--- src/hdl/decode_pkg.sv ---
package decode_pkg;

  // Fixed field widths of the instruction set
  localparam int INSN_W    = 32;
  localparam int ADDR_W    = 64;
  localparam int IMM_W     = 64;
  localparam int GPR_IDX_W = 5;
  localparam int COND_W    = 4;

  // Number of decodable opcodes, OP_ERR included
  localparam int OPCODE_COUNT = 22;
  localparam int OPCODE_W     = $clog2(OPCODE_COUNT);

  typedef logic [INSN_W-1:0]    insn_t;
  typedef logic [ADDR_W-1:0]    addr_t;
  typedef logic [IMM_W-1:0]     imm_t;
  typedef logic [GPR_IDX_W-1:0] gpr_idx_t;
  typedef logic [COND_W-1:0]    cond_t;

  localparam gpr_idx_t LINK_REG = gpr_idx_t'(30);
  localparam gpr_idx_t ZERO_REG = gpr_idx_t'(31);

  typedef enum logic [OPCODE_W-1:0] {
    OP_LDUR,
    OP_STUR,
    OP_MOVZ,
    OP_MOVK,
    OP_ADD,
    OP_SUB,
    OP_ADDS,
    OP_SUBS,
    OP_ORN,
    OP_ORR,
    OP_EOR,
    OP_ANDS,
    OP_B,
    OP_BL,
    OP_B_COND,
    OP_CBZ,
    OP_CBNZ,
    OP_BR,
    OP_BLR,
    OP_RET,
    OP_NOP,
    OP_ERR
  } opcode_t;

  typedef enum logic {
    FU_ALU,
    FU_LS
  } fu_t;

  typedef enum logic [3:0] {
    FU_OP_PLUS,
    FU_OP_MINUS,
    FU_OP_LDUR,
    FU_OP_STUR,
    FU_OP_ORN,
    FU_OP_OR,
    FU_OP_EOR,
    FU_OP_AND,
    FU_OP_MOV,
    FU_OP_PASS_A,
    FU_OP_PLUS_SIGNED,
    FU_OP_B_COND
  } fu_op_t;

  // STUR reads its data register through dst, hence the third status
  typedef enum logic [1:0] {
    REG_IS_UNUSED,
    REG_IS_USED,
    REG_IS_STUR
  } reg_status_t;

endpackage

--- src/hdl/reg_fields_if.sv ---
`timescale 1ns/1ps

interface reg_fields_if;

  decode_pkg::gpr_idx_t    src1;
  decode_pkg::reg_status_t src1_status;
  decode_pkg::gpr_idx_t    src2;
  decode_pkg::reg_status_t src2_status;
  decode_pkg::gpr_idx_t    dst;
  decode_pkg::reg_status_t dst_status;

  modport producer (
    output src1, src1_status, src2, src2_status, dst, dst_status
  );

  modport consumer (
    input src1, src1_status, src2, src2_status, dst, dst_status
  );

endinterface

--- src/hdl/decode_stage.sv ---
`timescale 1ns/1ps

module decode_stage (
  input  logic                    in_clk,
  input  logic                    in_rst,
  // From fetch
  input  logic                    fetch_valid,
  output logic                    fetch_ready,
  input  decode_pkg::insn_t       fetch_insn,
  input  decode_pkg::addr_t       fetch_pc,
  // To rename
  output logic                    issue_valid,
  input  logic                    issue_ready,
  output decode_pkg::addr_t       pc,
  output decode_pkg::imm_t        imm,
  output logic                    imm_signed,
  output logic                    use_imm,
  output decode_pkg::gpr_idx_t    src1,
  output decode_pkg::reg_status_t src1_status,
  output decode_pkg::gpr_idx_t    src2,
  output decode_pkg::reg_status_t src2_status,
  output decode_pkg::gpr_idx_t    dst,
  output decode_pkg::reg_status_t dst_status,
  output decode_pkg::fu_t         fu_id,
  output decode_pkg::fu_op_t      fu_op,
  output logic                    set_nzcv,
  output logic                    uses_nzcv,
  output decode_pkg::cond_t       cond,
  output logic                    mispredict
);

  logic                stage_full;
  decode_pkg::insn_t   insn_q;
  decode_pkg::addr_t   pc_q;
  logic                fetch_fire;
  decode_pkg::opcode_t opcode;

  reg_fields_if reg_bus ();

  // Accept when empty or when the held item leaves this cycle
  assign fetch_ready = !stage_full || issue_ready;
  assign fetch_fire  = fetch_valid && fetch_ready;

  always_ff @(posedge in_clk) begin
    if (in_rst) begin
      stage_full <= 1'b0;
    end else if (fetch_fire) begin
      stage_full <= 1'b1;
    end else if (issue_ready) begin
      stage_full <= 1'b0;
    end
  end

  always_ff @(posedge in_clk) begin
    if (fetch_fire) begin
      insn_q <= fetch_insn;
      pc_q   <= fetch_pc;
    end
  end

  assign issue_valid = stage_full;
  assign pc          = pc_q;

  opcode_decoder u_opcode_decoder (
    .insn   (insn_q),
    .opcode (opcode)
  );

  immediate_extractor u_immediate_extractor (
    .insn       (insn_q),
    .opcode     (opcode),
    .imm        (imm),
    .imm_signed (imm_signed)
  );

  register_extractor u_register_extractor (
    .insn   (insn_q),
    .opcode (opcode),
    .regs   (reg_bus.producer)
  );

  operation_classifier u_operation_classifier (
    .insn       (insn_q),
    .opcode     (opcode),
    .fu_id      (fu_id),
    .fu_op      (fu_op),
    .set_nzcv   (set_nzcv),
    .uses_nzcv  (uses_nzcv),
    .use_imm    (use_imm),
    .cond       (cond),
    .mispredict (mispredict)
  );

  // Register fields out to the rename side
  assign src1        = reg_bus.src1;
  assign src1_status = reg_bus.src1_status;
  assign src2        = reg_bus.src2;
  assign src2_status = reg_bus.src2_status;
  assign dst         = reg_bus.dst;
  assign dst_status  = reg_bus.dst_status;

endmodule

--- src/hdl/immediate_extractor.sv ---
`timescale 1ns/1ps

module immediate_extractor (
  input  decode_pkg::insn_t   insn,
  input  decode_pkg::opcode_t opcode,
  output decode_pkg::imm_t    imm,
  output logic                imm_signed
);

  localparam int W = decode_pkg::IMM_W;

  always_comb begin
    case (opcode)
      decode_pkg::OP_LDUR, decode_pkg::OP_STUR: begin
        imm        = {{(W-9){insn[20]}}, insn[20:12]};
        imm_signed = 1'b1;
      end
      decode_pkg::OP_ADD, decode_pkg::OP_SUB: begin
        imm        = {{(W-12){1'b0}}, insn[21:10]};
        imm_signed = 1'b0;
      end
      decode_pkg::OP_MOVZ, decode_pkg::OP_MOVK: begin
        imm        = {{(W-16){1'b0}}, insn[20:5]};
        imm_signed = 1'b0;
      end
      // Word offsets become byte offsets
      decode_pkg::OP_B, decode_pkg::OP_BL: begin
        imm        = {{(W-28){insn[25]}}, insn[25:0], 2'b00};
        imm_signed = 1'b1;
      end
      decode_pkg::OP_B_COND, decode_pkg::OP_CBZ, decode_pkg::OP_CBNZ: begin
        imm        = {{(W-21){insn[23]}}, insn[23:5], 2'b00};
        imm_signed = 1'b1;
      end
      default: begin
        imm        = '0;
        imm_signed = 1'b0;
      end
    endcase
  end

endmodule

--- src/hdl/opcode_decoder.sv ---
`timescale 1ns/1ps

module opcode_decoder (
  input  decode_pkg::insn_t   insn,
  output decode_pkg::opcode_t opcode
);

  always_comb begin
    casez (insn)
      // Unscaled 64-bit store and load
      32'b1111_1000_000?_????_????_00??_????_????: opcode = decode_pkg::OP_STUR;
      32'b1111_1000_010?_????_????_00??_????_????: opcode = decode_pkg::OP_LDUR;
      // Wide moves, 64-bit
      32'b1101_0010_1???_????_????_????_????_????: opcode = decode_pkg::OP_MOVZ;
      32'b1111_0010_1???_????_????_????_????_????: opcode = decode_pkg::OP_MOVK;
      // Add and subtract with 12-bit immediate
      32'b1001_0001_0???_????_????_????_????_????: opcode = decode_pkg::OP_ADD;
      32'b1101_0001_0???_????_????_????_????_????: opcode = decode_pkg::OP_SUB;
      // Register forms, shift type LSL only
      32'b1010_1011_000?_????_????_????_????_????: opcode = decode_pkg::OP_ADDS;
      32'b1110_1011_000?_????_????_????_????_????: opcode = decode_pkg::OP_SUBS;
      32'b1010_1010_001?_????_????_????_????_????: opcode = decode_pkg::OP_ORN;
      32'b1010_1010_000?_????_????_????_????_????: opcode = decode_pkg::OP_ORR;
      32'b1100_1010_000?_????_????_????_????_????: opcode = decode_pkg::OP_EOR;
      32'b1110_1010_000?_????_????_????_????_????: opcode = decode_pkg::OP_ANDS;
      // Immediate branches
      32'b0001_01??_????_????_????_????_????_????: opcode = decode_pkg::OP_B;
      32'b1001_01??_????_????_????_????_????_????: opcode = decode_pkg::OP_BL;
      32'b0101_0100_????_????_????_????_???0_????: opcode = decode_pkg::OP_B_COND;
      32'b1011_0100_????_????_????_????_????_????: opcode = decode_pkg::OP_CBZ;
      32'b1011_0101_????_????_????_????_????_????: opcode = decode_pkg::OP_CBNZ;
      // Register-indirect branches
      32'b1101_0110_0001_1111_0000_00??_???0_0000: opcode = decode_pkg::OP_BR;
      32'b1101_0110_0011_1111_0000_00??_???0_0000: opcode = decode_pkg::OP_BLR;
      32'b1101_0110_0101_1111_0000_00??_???0_0000: opcode = decode_pkg::OP_RET;
      // Hint space, exact NOP encoding
      32'b1101_0101_0000_0011_0010_0000_0001_1111: opcode = decode_pkg::OP_NOP;
      // HLT and everything unsupported end up here
      default:                                     opcode = decode_pkg::OP_ERR;
    endcase
  end

endmodule

--- src/hdl/operation_classifier.sv ---
`timescale 1ns/1ps

module operation_classifier (
  input  decode_pkg::insn_t   insn,
  input  decode_pkg::opcode_t opcode,
  output decode_pkg::fu_t     fu_id,
  output decode_pkg::fu_op_t  fu_op,
  output logic                set_nzcv,
  output logic                uses_nzcv,
  output logic                use_imm,
  output decode_pkg::cond_t   cond,
  output logic                mispredict
);

  // Unit operation
  always_comb begin
    case (opcode)
      decode_pkg::OP_ADD, decode_pkg::OP_ADDS: fu_op = decode_pkg::FU_OP_PLUS;
      decode_pkg::OP_SUB, decode_pkg::OP_SUBS: fu_op = decode_pkg::FU_OP_MINUS;
      decode_pkg::OP_ORN:                      fu_op = decode_pkg::FU_OP_ORN;
      decode_pkg::OP_ORR:                      fu_op = decode_pkg::FU_OP_OR;
      decode_pkg::OP_EOR:                      fu_op = decode_pkg::FU_OP_EOR;
      decode_pkg::OP_ANDS:                     fu_op = decode_pkg::FU_OP_AND;
      decode_pkg::OP_LDUR:                     fu_op = decode_pkg::FU_OP_LDUR;
      decode_pkg::OP_STUR:                     fu_op = decode_pkg::FU_OP_STUR;
      decode_pkg::OP_MOVZ, decode_pkg::OP_MOVK: fu_op = decode_pkg::FU_OP_MOV;
      // PC plus signed offset
      decode_pkg::OP_B:                        fu_op = decode_pkg::FU_OP_PLUS_SIGNED;
      decode_pkg::OP_B_COND:                   fu_op = decode_pkg::FU_OP_B_COND;
      default:                                 fu_op = decode_pkg::FU_OP_PASS_A;
    endcase
  end

  always_comb begin
    if (opcode == decode_pkg::OP_LDUR || opcode == decode_pkg::OP_STUR) begin
      fu_id = decode_pkg::FU_LS;
    end else begin
      fu_id = decode_pkg::FU_ALU;
    end
  end

  assign set_nzcv = (opcode == decode_pkg::OP_ADDS) || (opcode == decode_pkg::OP_SUBS) ||
                    (opcode == decode_pkg::OP_ANDS);

  assign uses_nzcv = (opcode == decode_pkg::OP_B_COND);

  always_comb begin
    case (opcode)
      decode_pkg::OP_LDUR, decode_pkg::OP_STUR, decode_pkg::OP_MOVZ, decode_pkg::OP_MOVK,
      decode_pkg::OP_ADD, decode_pkg::OP_SUB, decode_pkg::OP_B, decode_pkg::OP_B_COND,
      decode_pkg::OP_BL: use_imm = 1'b1;
      default:           use_imm = 1'b0;
    endcase
  end

  // Condition field sits in the low nibble of B.cond only
  assign cond = uses_nzcv ? insn[3:0] : '0;

  // Register targets are unknown to the predictor
  assign mispredict = (opcode == decode_pkg::OP_BR) || (opcode == decode_pkg::OP_BLR) ||
                      (opcode == decode_pkg::OP_RET);

endmodule

--- src/hdl/register_extractor.sv ---
`timescale 1ns/1ps

module register_extractor (
  input decode_pkg::insn_t   insn,
  input decode_pkg::opcode_t opcode,
  reg_fields_if.producer     regs
);

  // Destination
  always_comb begin
    case (opcode)
      decode_pkg::OP_B, decode_pkg::OP_BR, decode_pkg::OP_B_COND, decode_pkg::OP_CBZ,
      decode_pkg::OP_CBNZ, decode_pkg::OP_RET, decode_pkg::OP_NOP, decode_pkg::OP_ERR: begin
        regs.dst        = decode_pkg::ZERO_REG;
        regs.dst_status = decode_pkg::REG_IS_UNUSED;
      end
      decode_pkg::OP_STUR: begin
        regs.dst        = decode_pkg::ZERO_REG;
        regs.dst_status = decode_pkg::REG_IS_STUR;
      end
      decode_pkg::OP_BL, decode_pkg::OP_BLR: begin
        regs.dst        = decode_pkg::LINK_REG;
        regs.dst_status = decode_pkg::REG_IS_USED;
      end
      default: begin
        regs.dst        = insn[4:0];
        regs.dst_status = decode_pkg::REG_IS_USED;
      end
    endcase
  end

  // First source, Rn in most formats but Rt for compare-and-branch
  always_comb begin
    case (opcode)
      decode_pkg::OP_MOVZ, decode_pkg::OP_MOVK, decode_pkg::OP_B, decode_pkg::OP_B_COND,
      decode_pkg::OP_BL, decode_pkg::OP_NOP, decode_pkg::OP_ERR: begin
        regs.src1        = decode_pkg::ZERO_REG;
        regs.src1_status = decode_pkg::REG_IS_UNUSED;
      end
      decode_pkg::OP_CBZ, decode_pkg::OP_CBNZ: begin
        regs.src1        = insn[4:0];
        regs.src1_status = decode_pkg::REG_IS_USED;
      end
      default: begin
        regs.src1        = insn[9:5];
        regs.src1_status = decode_pkg::REG_IS_USED;
      end
    endcase
  end

  // Second source, store data or Rm
  always_comb begin
    case (opcode)
      decode_pkg::OP_STUR: begin
        regs.src2        = insn[4:0];
        regs.src2_status = decode_pkg::REG_IS_USED;
      end
      decode_pkg::OP_ADDS, decode_pkg::OP_SUBS, decode_pkg::OP_ORN,
      decode_pkg::OP_ORR, decode_pkg::OP_EOR, decode_pkg::OP_ANDS: begin
        regs.src2        = insn[20:16];
        regs.src2_status = decode_pkg::REG_IS_USED;
      end
      default: begin
        regs.src2        = decode_pkg::ZERO_REG;
        regs.src2_status = decode_pkg::REG_IS_UNUSED;
      end
    endcase
  end

endmodule

--- config.mk ---
export PLATFORM = sky130hd
export DESIGN_NAME = decode_stage
export DESIGN_NICKNAME = d
export VERILOG_FILES = /design/src/hdl/decode_pkg.sv /design/src/hdl/reg_fields_if.sv /design/src/hdl/decode_stage.sv /design/src/hdl/immediate_extractor.sv /design/src/hdl/opcode_decoder.sv /design/src/hdl/operation_classifier.sv /design/src/hdl/register_extractor.sv
export SDC_FILE = /design/constraint.sdc
export NUM_CORES = 1
export LEC_CHECK = 0
export ABC_CLOCK_PERIOD_IN_PS = 9310
export BUFFER_PORTS_ARGS = -buffer_cell sky130_fd_sc_hd__buf_2
export CAP_MARGIN = 5
export CORE_AREA = 2 2 103 105
export DETAILED_ROUTE_END_ITERATION = 8
export DIE_AREA = 0 0 105 107
export GPL_TIMING_DRIVEN = 0
export PLACE_DENSITY = 0.84
export SKIP_LAST_GASP = 1
export SYNTH_ARGS = -nofsm -noshare
export SYNTH_HDL_FRONTEND = slang
export SYNTH_SLANG_ARGS = --single-unit
--- constraint.sdc ---
create_clock -name in_clk -period 9.31 [get_ports in_clk]
set_input_delay 0.931 -clock in_clk [delete_from_list [all_inputs] [get_ports in_clk]]
set_output_delay 0.931 -clock in_clk [all_outputs]
set_load 0.02 [all_outputs]
# Word-level counts from Yosys, hierarchy flattened
# Memory sizes are Yosys's and may differ from the RTL's.
# Index checks and enable logic that the tools add are counted.
# Widths: inputs -> output; s select.
# word_totals
memories,2
wordCells,85
reg_bits,97
romBits,80
inputBits,100
out_inout_bits,165
# memory_table
name,words,word_bits,read_ports,rd_clocked_by_memory_dff,write_ports,line_no,text
(no name shown),16,4,1,0,0,operation_classifier.sv:17,case (opcode)
(no name shown),16,1,1,0,0,operation_classifier.sv:48,case (opcode)
# op_classes
n_mux,15
n_reduce_logical,23
eq_ne,42
# ops
op,n
$pmux 64 s5,1
$pmux 5 s21,1
$eq 27x27->1 const B,3
$eq 11x11->1 const B,6
$eq 5x4->1 const B,8
$eq 9x9->1 const B,4
$eq 32x32->1 const B,1
$eq 5x5->1 const B,6
$pmux 5 s2,3
$eq 13x13->1 const B,2
$reduce_or 7->1,3
$eq 5x3->1 const B,4
$eq 8x8->1 const B,2
$reduce_or 2->1,6
$eq 5x2->1 const B,2
$eq 9x8->1 const B,1
$reduce_or 9->1,1
$mux 4,2
$reduce_or 8->1,1
$mux 1,7
$eq 6x3->1 const B,1
$eq 6x6->1 const B,1
$logic_or 1x1->1,6
$reduce_or 6->1,1
other kinds (7),7

# Longest topological paths before layout
# depth
word_depth,5
depth_mapped,8
depth_no_buf,7

# Hierarchy
# A second synthesis with hierarchy kept.
# unflattened
cells_unflattened,418
hier_area_um2,5187.5
# modules_own_cells
mod,area_each_um2,seq_area_each_um2,cells_per_inst,n_inst
decode_stage,2937.8,2902.8,101,1
immediate_extractor,1112.3,0.0,146,1
opcode_decoder,535.5,0.0,79,1
register_extractor,401.6,0.0,64,1
operation_classifier,200.2,0.0,28,1

# Least setup slack after synthesis
# Ideal clock, no wire load.
# synth_path
kind,input to register
start,input port issue_ready
end,"register insn_q[0], enable pin"
setup_slack_ns,5.389
stages,2
setup_ns,0.465
n_path_buf,0
t_required_ns,8.845
arrival_time_ns,3.456
cell_sequence,nand2b_1 -> and2_1
# synth_between
elab_chain_len,2
# synth_rtl
element,line_no,text
"start, declared",decode_stage.sv:13,"input logic issue_ready,"
$logic_or 1x1->1,decode_stage.sv:41,assign fetch_ready = !stage_full || issue_ready;
$logic_and 1x1->1,decode_stage.sv:42,assign fetch_fire = fetch_valid && fetch_ready;
named net fetch_fire,decode_stage.sv:35,logic fetch_fire;
"end signal, assigned",decode_stage.sv:56,insn_q <= fetch_insn;
"end, declared",decode_stage.sv:33,decode_pkg::insn_t insn_q;
# The timed path passes the listed nets, and every way through them passes these cells.
# A chain may end at the register's enable or synchronous reset.

# Worst setup path after layout
# layout_path
start,register insn_q[29]
end,output port imm[28]
# layout_between
elab_chain_len,5
elab_cells_between_ends,39
cone_classes,31 x eq/ne; 2 x mux; 6 x reduce/logical
# layout_rtl
element,line_no,text
$eq 32x32->1 (tied with other cells),opcode_decoder.sv:9,casez (insn)
$pmux 5 s21 (*),opcode_decoder.sv:9,
$eq 5x4->1 (tied with other cells),immediate_extractor.sv:13,case (opcode)
$reduce_or 3->1 (tied with other cells),-,
$pmux 64 s5 (*),immediate_extractor.sv:13,
"end, declared",decode_stage.sv:15,"output decode_pkg::imm_t imm,"
# Every way passes the cells marked *; elsewhere a longest branch is shown, timed or not.

==> run summary <==
Post-synthesis async set-or-reset flop share: 0%
DRC: 0
Worst r2r dst: pc[5]$_DFFE_PP_
PortBufs: 262
Share of cells above drive strength 1: 53.25%
Most frequent cell after synthesis: edfxtp_1
Hold path endpoint: issue_valid$_SDFFE_PP0P_
Worst-margin pin slew: 0.6355 ns
H-tree lvl count: 3
Die Ht: 107 um
Antenna Nets Post-Route: 0
Synthesized flop and latch total: 97
Chip width: 105 um
HPWL Detailed: 11.68 mm
CTS tree: done
Post-DR wirelength/cell: 19.26 um
Clk_lat worst skew: 0.35 ns
Final WL: 15.06 mm
Row count: 37
Post-CTS Repair Setup Buffers: 0
Die Area: 11240 sq um
Synth top area share: 61.02%
PwrDens: 139.6 nW/um^2
Cell taking the most area after synthesis: edfxtp_1
Via count: 4178
Worst hold path type: reg -> reg
Clock transition at path regs: 0.09 ns
Rel. slew slack: 57.45%
Grt ovf: 0
RR Startpoint: issue_valid$_SDFFE_PP0P_
Final nets: 741
Setup TNS Final: 0 ns
Root Buffer: clkbuf_8
Final Cycle Share: 46.85%
Mapped Area: 4725 sq um
Max Cap Viol: 0
Status: completed
Cells on Worst Hold Path: 2
Worst Setup End Kind: primary output
Vias in the first global route: 4163
Logic gate share of total power: 14.3%
Hold wc startpoint: issue_valid$_SDFFE_PP0P_
Prevailing post-synth register cell: edfxtp_1
Syn Area/Cell: 12.94 sq um
Drt via density: 5.343
Switch Pwr: 0.0002386 W
Post-Synth Simple-Gate Area: 18.62%
Distinct cells, synth: 58
Leakage: 3.172 nW
Sw frac: 26.60%
Synth Area in XOR/XNOR: 0.1854%
Core Area: 10090 sq um
Clock Path Buffers: 2
Post-synth top cells: edfxtp_1, nand2_1, buf_4
DRT Pass-1 Iters: 7
Post-synthesis instance total: 365
Starting density of the core: 46.81%
R2r worst-path depth: 3
Final Skew: 0.008563 ns
Largest cells by area after synthesis: edfxtp_1, buf_4, a222oi_1
Final Hold Fails: 0
CP Data Arrival Time: 3.43 ns
Complex-gate fraction of the synthesized area: 9.693%
CTS buffer count: 9
Initial antenna violation count: 0
Slew Limit Fails: 0
Global-route wire length before repair: 22.56 mm
Sequential power share: 59.1%
DRT iter0 DRCs: 376
Total track usage: 26.07%
Reg2Reg Setup Slack: 7.74 ns
Setup Viol. Count Final: 0
Fin worst setup slack: 4.948 ns
CP max FO: 29
WP data required: 8.38 ns
Max Fclk: 0.2293 GHz
Max rail drop VDD: 0.1275 mV
Clock network fraction of design power: 26.6%
Yosys warns: 0
I/O pin count: 265
Largest net degree at the start of global routing: 70
RSZ-0062 raised after global routing: no
Mux contribution to synthesized area: 1.510%
Layout area overhead: 35.96%
Antenna Cells: 0
CTS Hold Bufs: 0
Largest family of logic cells by synthesized area: simple AND/OR/NAND/NOR gates
Sequential element share of the synthesized area: 61.44%
CTS Sinks: 97
Setup Crit Path Kind: reg -> out
EDFF count, synth: 96
Place WS: 4.891 ns
Min Tclk post-route: 4.362 ns
Internal cell power: 0.0006583 W
Routability cong.: 0.9460
Adder-cell share of the synthesized area: 0%
Startpoint types: flip-flop
CTS resizes: 0
## through the flow
stage | cell area, sq um | hold WS [ns] | instances | power (W) | utilization (%)
floorplan | 4728 | 0.7290 | 366 | 0.0006054 | -
global placement | 6210 | 0.4857 | 764 | 0.0006653 | 61.53
detailed placement | 6240 | 0.5581 | 765 | 0.0006682 | 61.83
CTS | 6409 | 0.5730 | 781 | 0.0009032 | 63.50
global route | 6424 | 0.5761 | 782 | 0.0009252 | 63.65
finish | 6424 | 0.5727 | 782 | 0.0008969 | 63.65
## power groups by stage
| stage | Clock, W | Combinational, W | Sequential [W] |
|---|---|---|---|
| after floorplan | 0 | 0.0000490 | 0.000556 |
| after global placement | 0 | 0.000124 | 0.000541 |
| after detailed placement | 0 | 0.000129 | 0.000539 |
| after CTS | 0.000245 | 0.000129 | 0.000529 |
| after global routing | 0.000256 | 0.000137 | 0.000532 |
| final | 0.000238 | 0.000129 | 0.000530 |
## worst max path at each step
stage	startpoint	to	slack, ns	cells after the start
after detailed placement	insn_q[24]$_DFFE_PP_	imm[28]	4.89	9
after floorplan	issue_ready	insn_q[0]$_DFFE_PP_	5.39	2
final	insn_q[29]$_DFFE_PP_	imm[28]	4.95	9
after CTS	insn_q[25]$_DFFE_PP_	imm[28]	4.49	8
after global placement	issue_ready	insn_q[2]$_DFFE_PP_	4.87	3
after global routing	insn_q[29]$_DFFE_PP_	imm[50]	4.75	9
## critical path: stages (launching register included)
cell      delay (ns)
edfxtp_1        0.52
buf_2           0.23
or3b_2          0.49
nor3b_2         0.55
buf_2           0.34
nand2_1         0.07
nand3_1         0.33
buf_8           0.25
buf_4           0.13
buf_2           0.15
## cell families (layout without fill, tap and decap cells)
logic type / Yosys count / after routing
AOI/OAI and AO/OA: 53 / 53
xor gates and xnor gates: 1 / 1
buffers and inverters: 62 / 342
DFF: 97 / 97
muxes: 7 / 7
other: 1 / 2
and+or+nand+nor: 144 / 144
## metal layers
metal / wire (um) / global-route usage (%)
met5: 0 / 0
met4: 322 / 9.238
met3: 1687 / 8.511
met2: 7703 / 45.92
met1: 5347 / 29.78
## layout make-up
class                      count  area, sq um
inverter                       5        18.77
fill                         811         3669
buffer                        57        381.6
tap                          136        170.2
sequential                    97         2903
clock inverter                 6        41.29
clock buffer                  10        127.6
timing repair buffer         264         1354
multi-input combinational    207         1428
## layout by cell type (no fill, tap or decap), drive strengths merged, types with 7 or more instances in the layout
| cell type | count |
|---|---|
| nand2 | 40 |
| edfxtp | 96 |
| a222oi | 15 |
| nor2 | 9 |
| inv | 8 |
| buf | 314 |
| a22oi | 10 |
| clkbuf | 17 |
| and2 | 7 |
| nand3 | 20 |
| nor3 | 10 |
## flip-flops by register name, summed over array words and instances (netlist names)
signal and flops:
issue_valid 1, insn_q 32, pc 64
No activity file was read; power rests on OpenSTA's default activity.
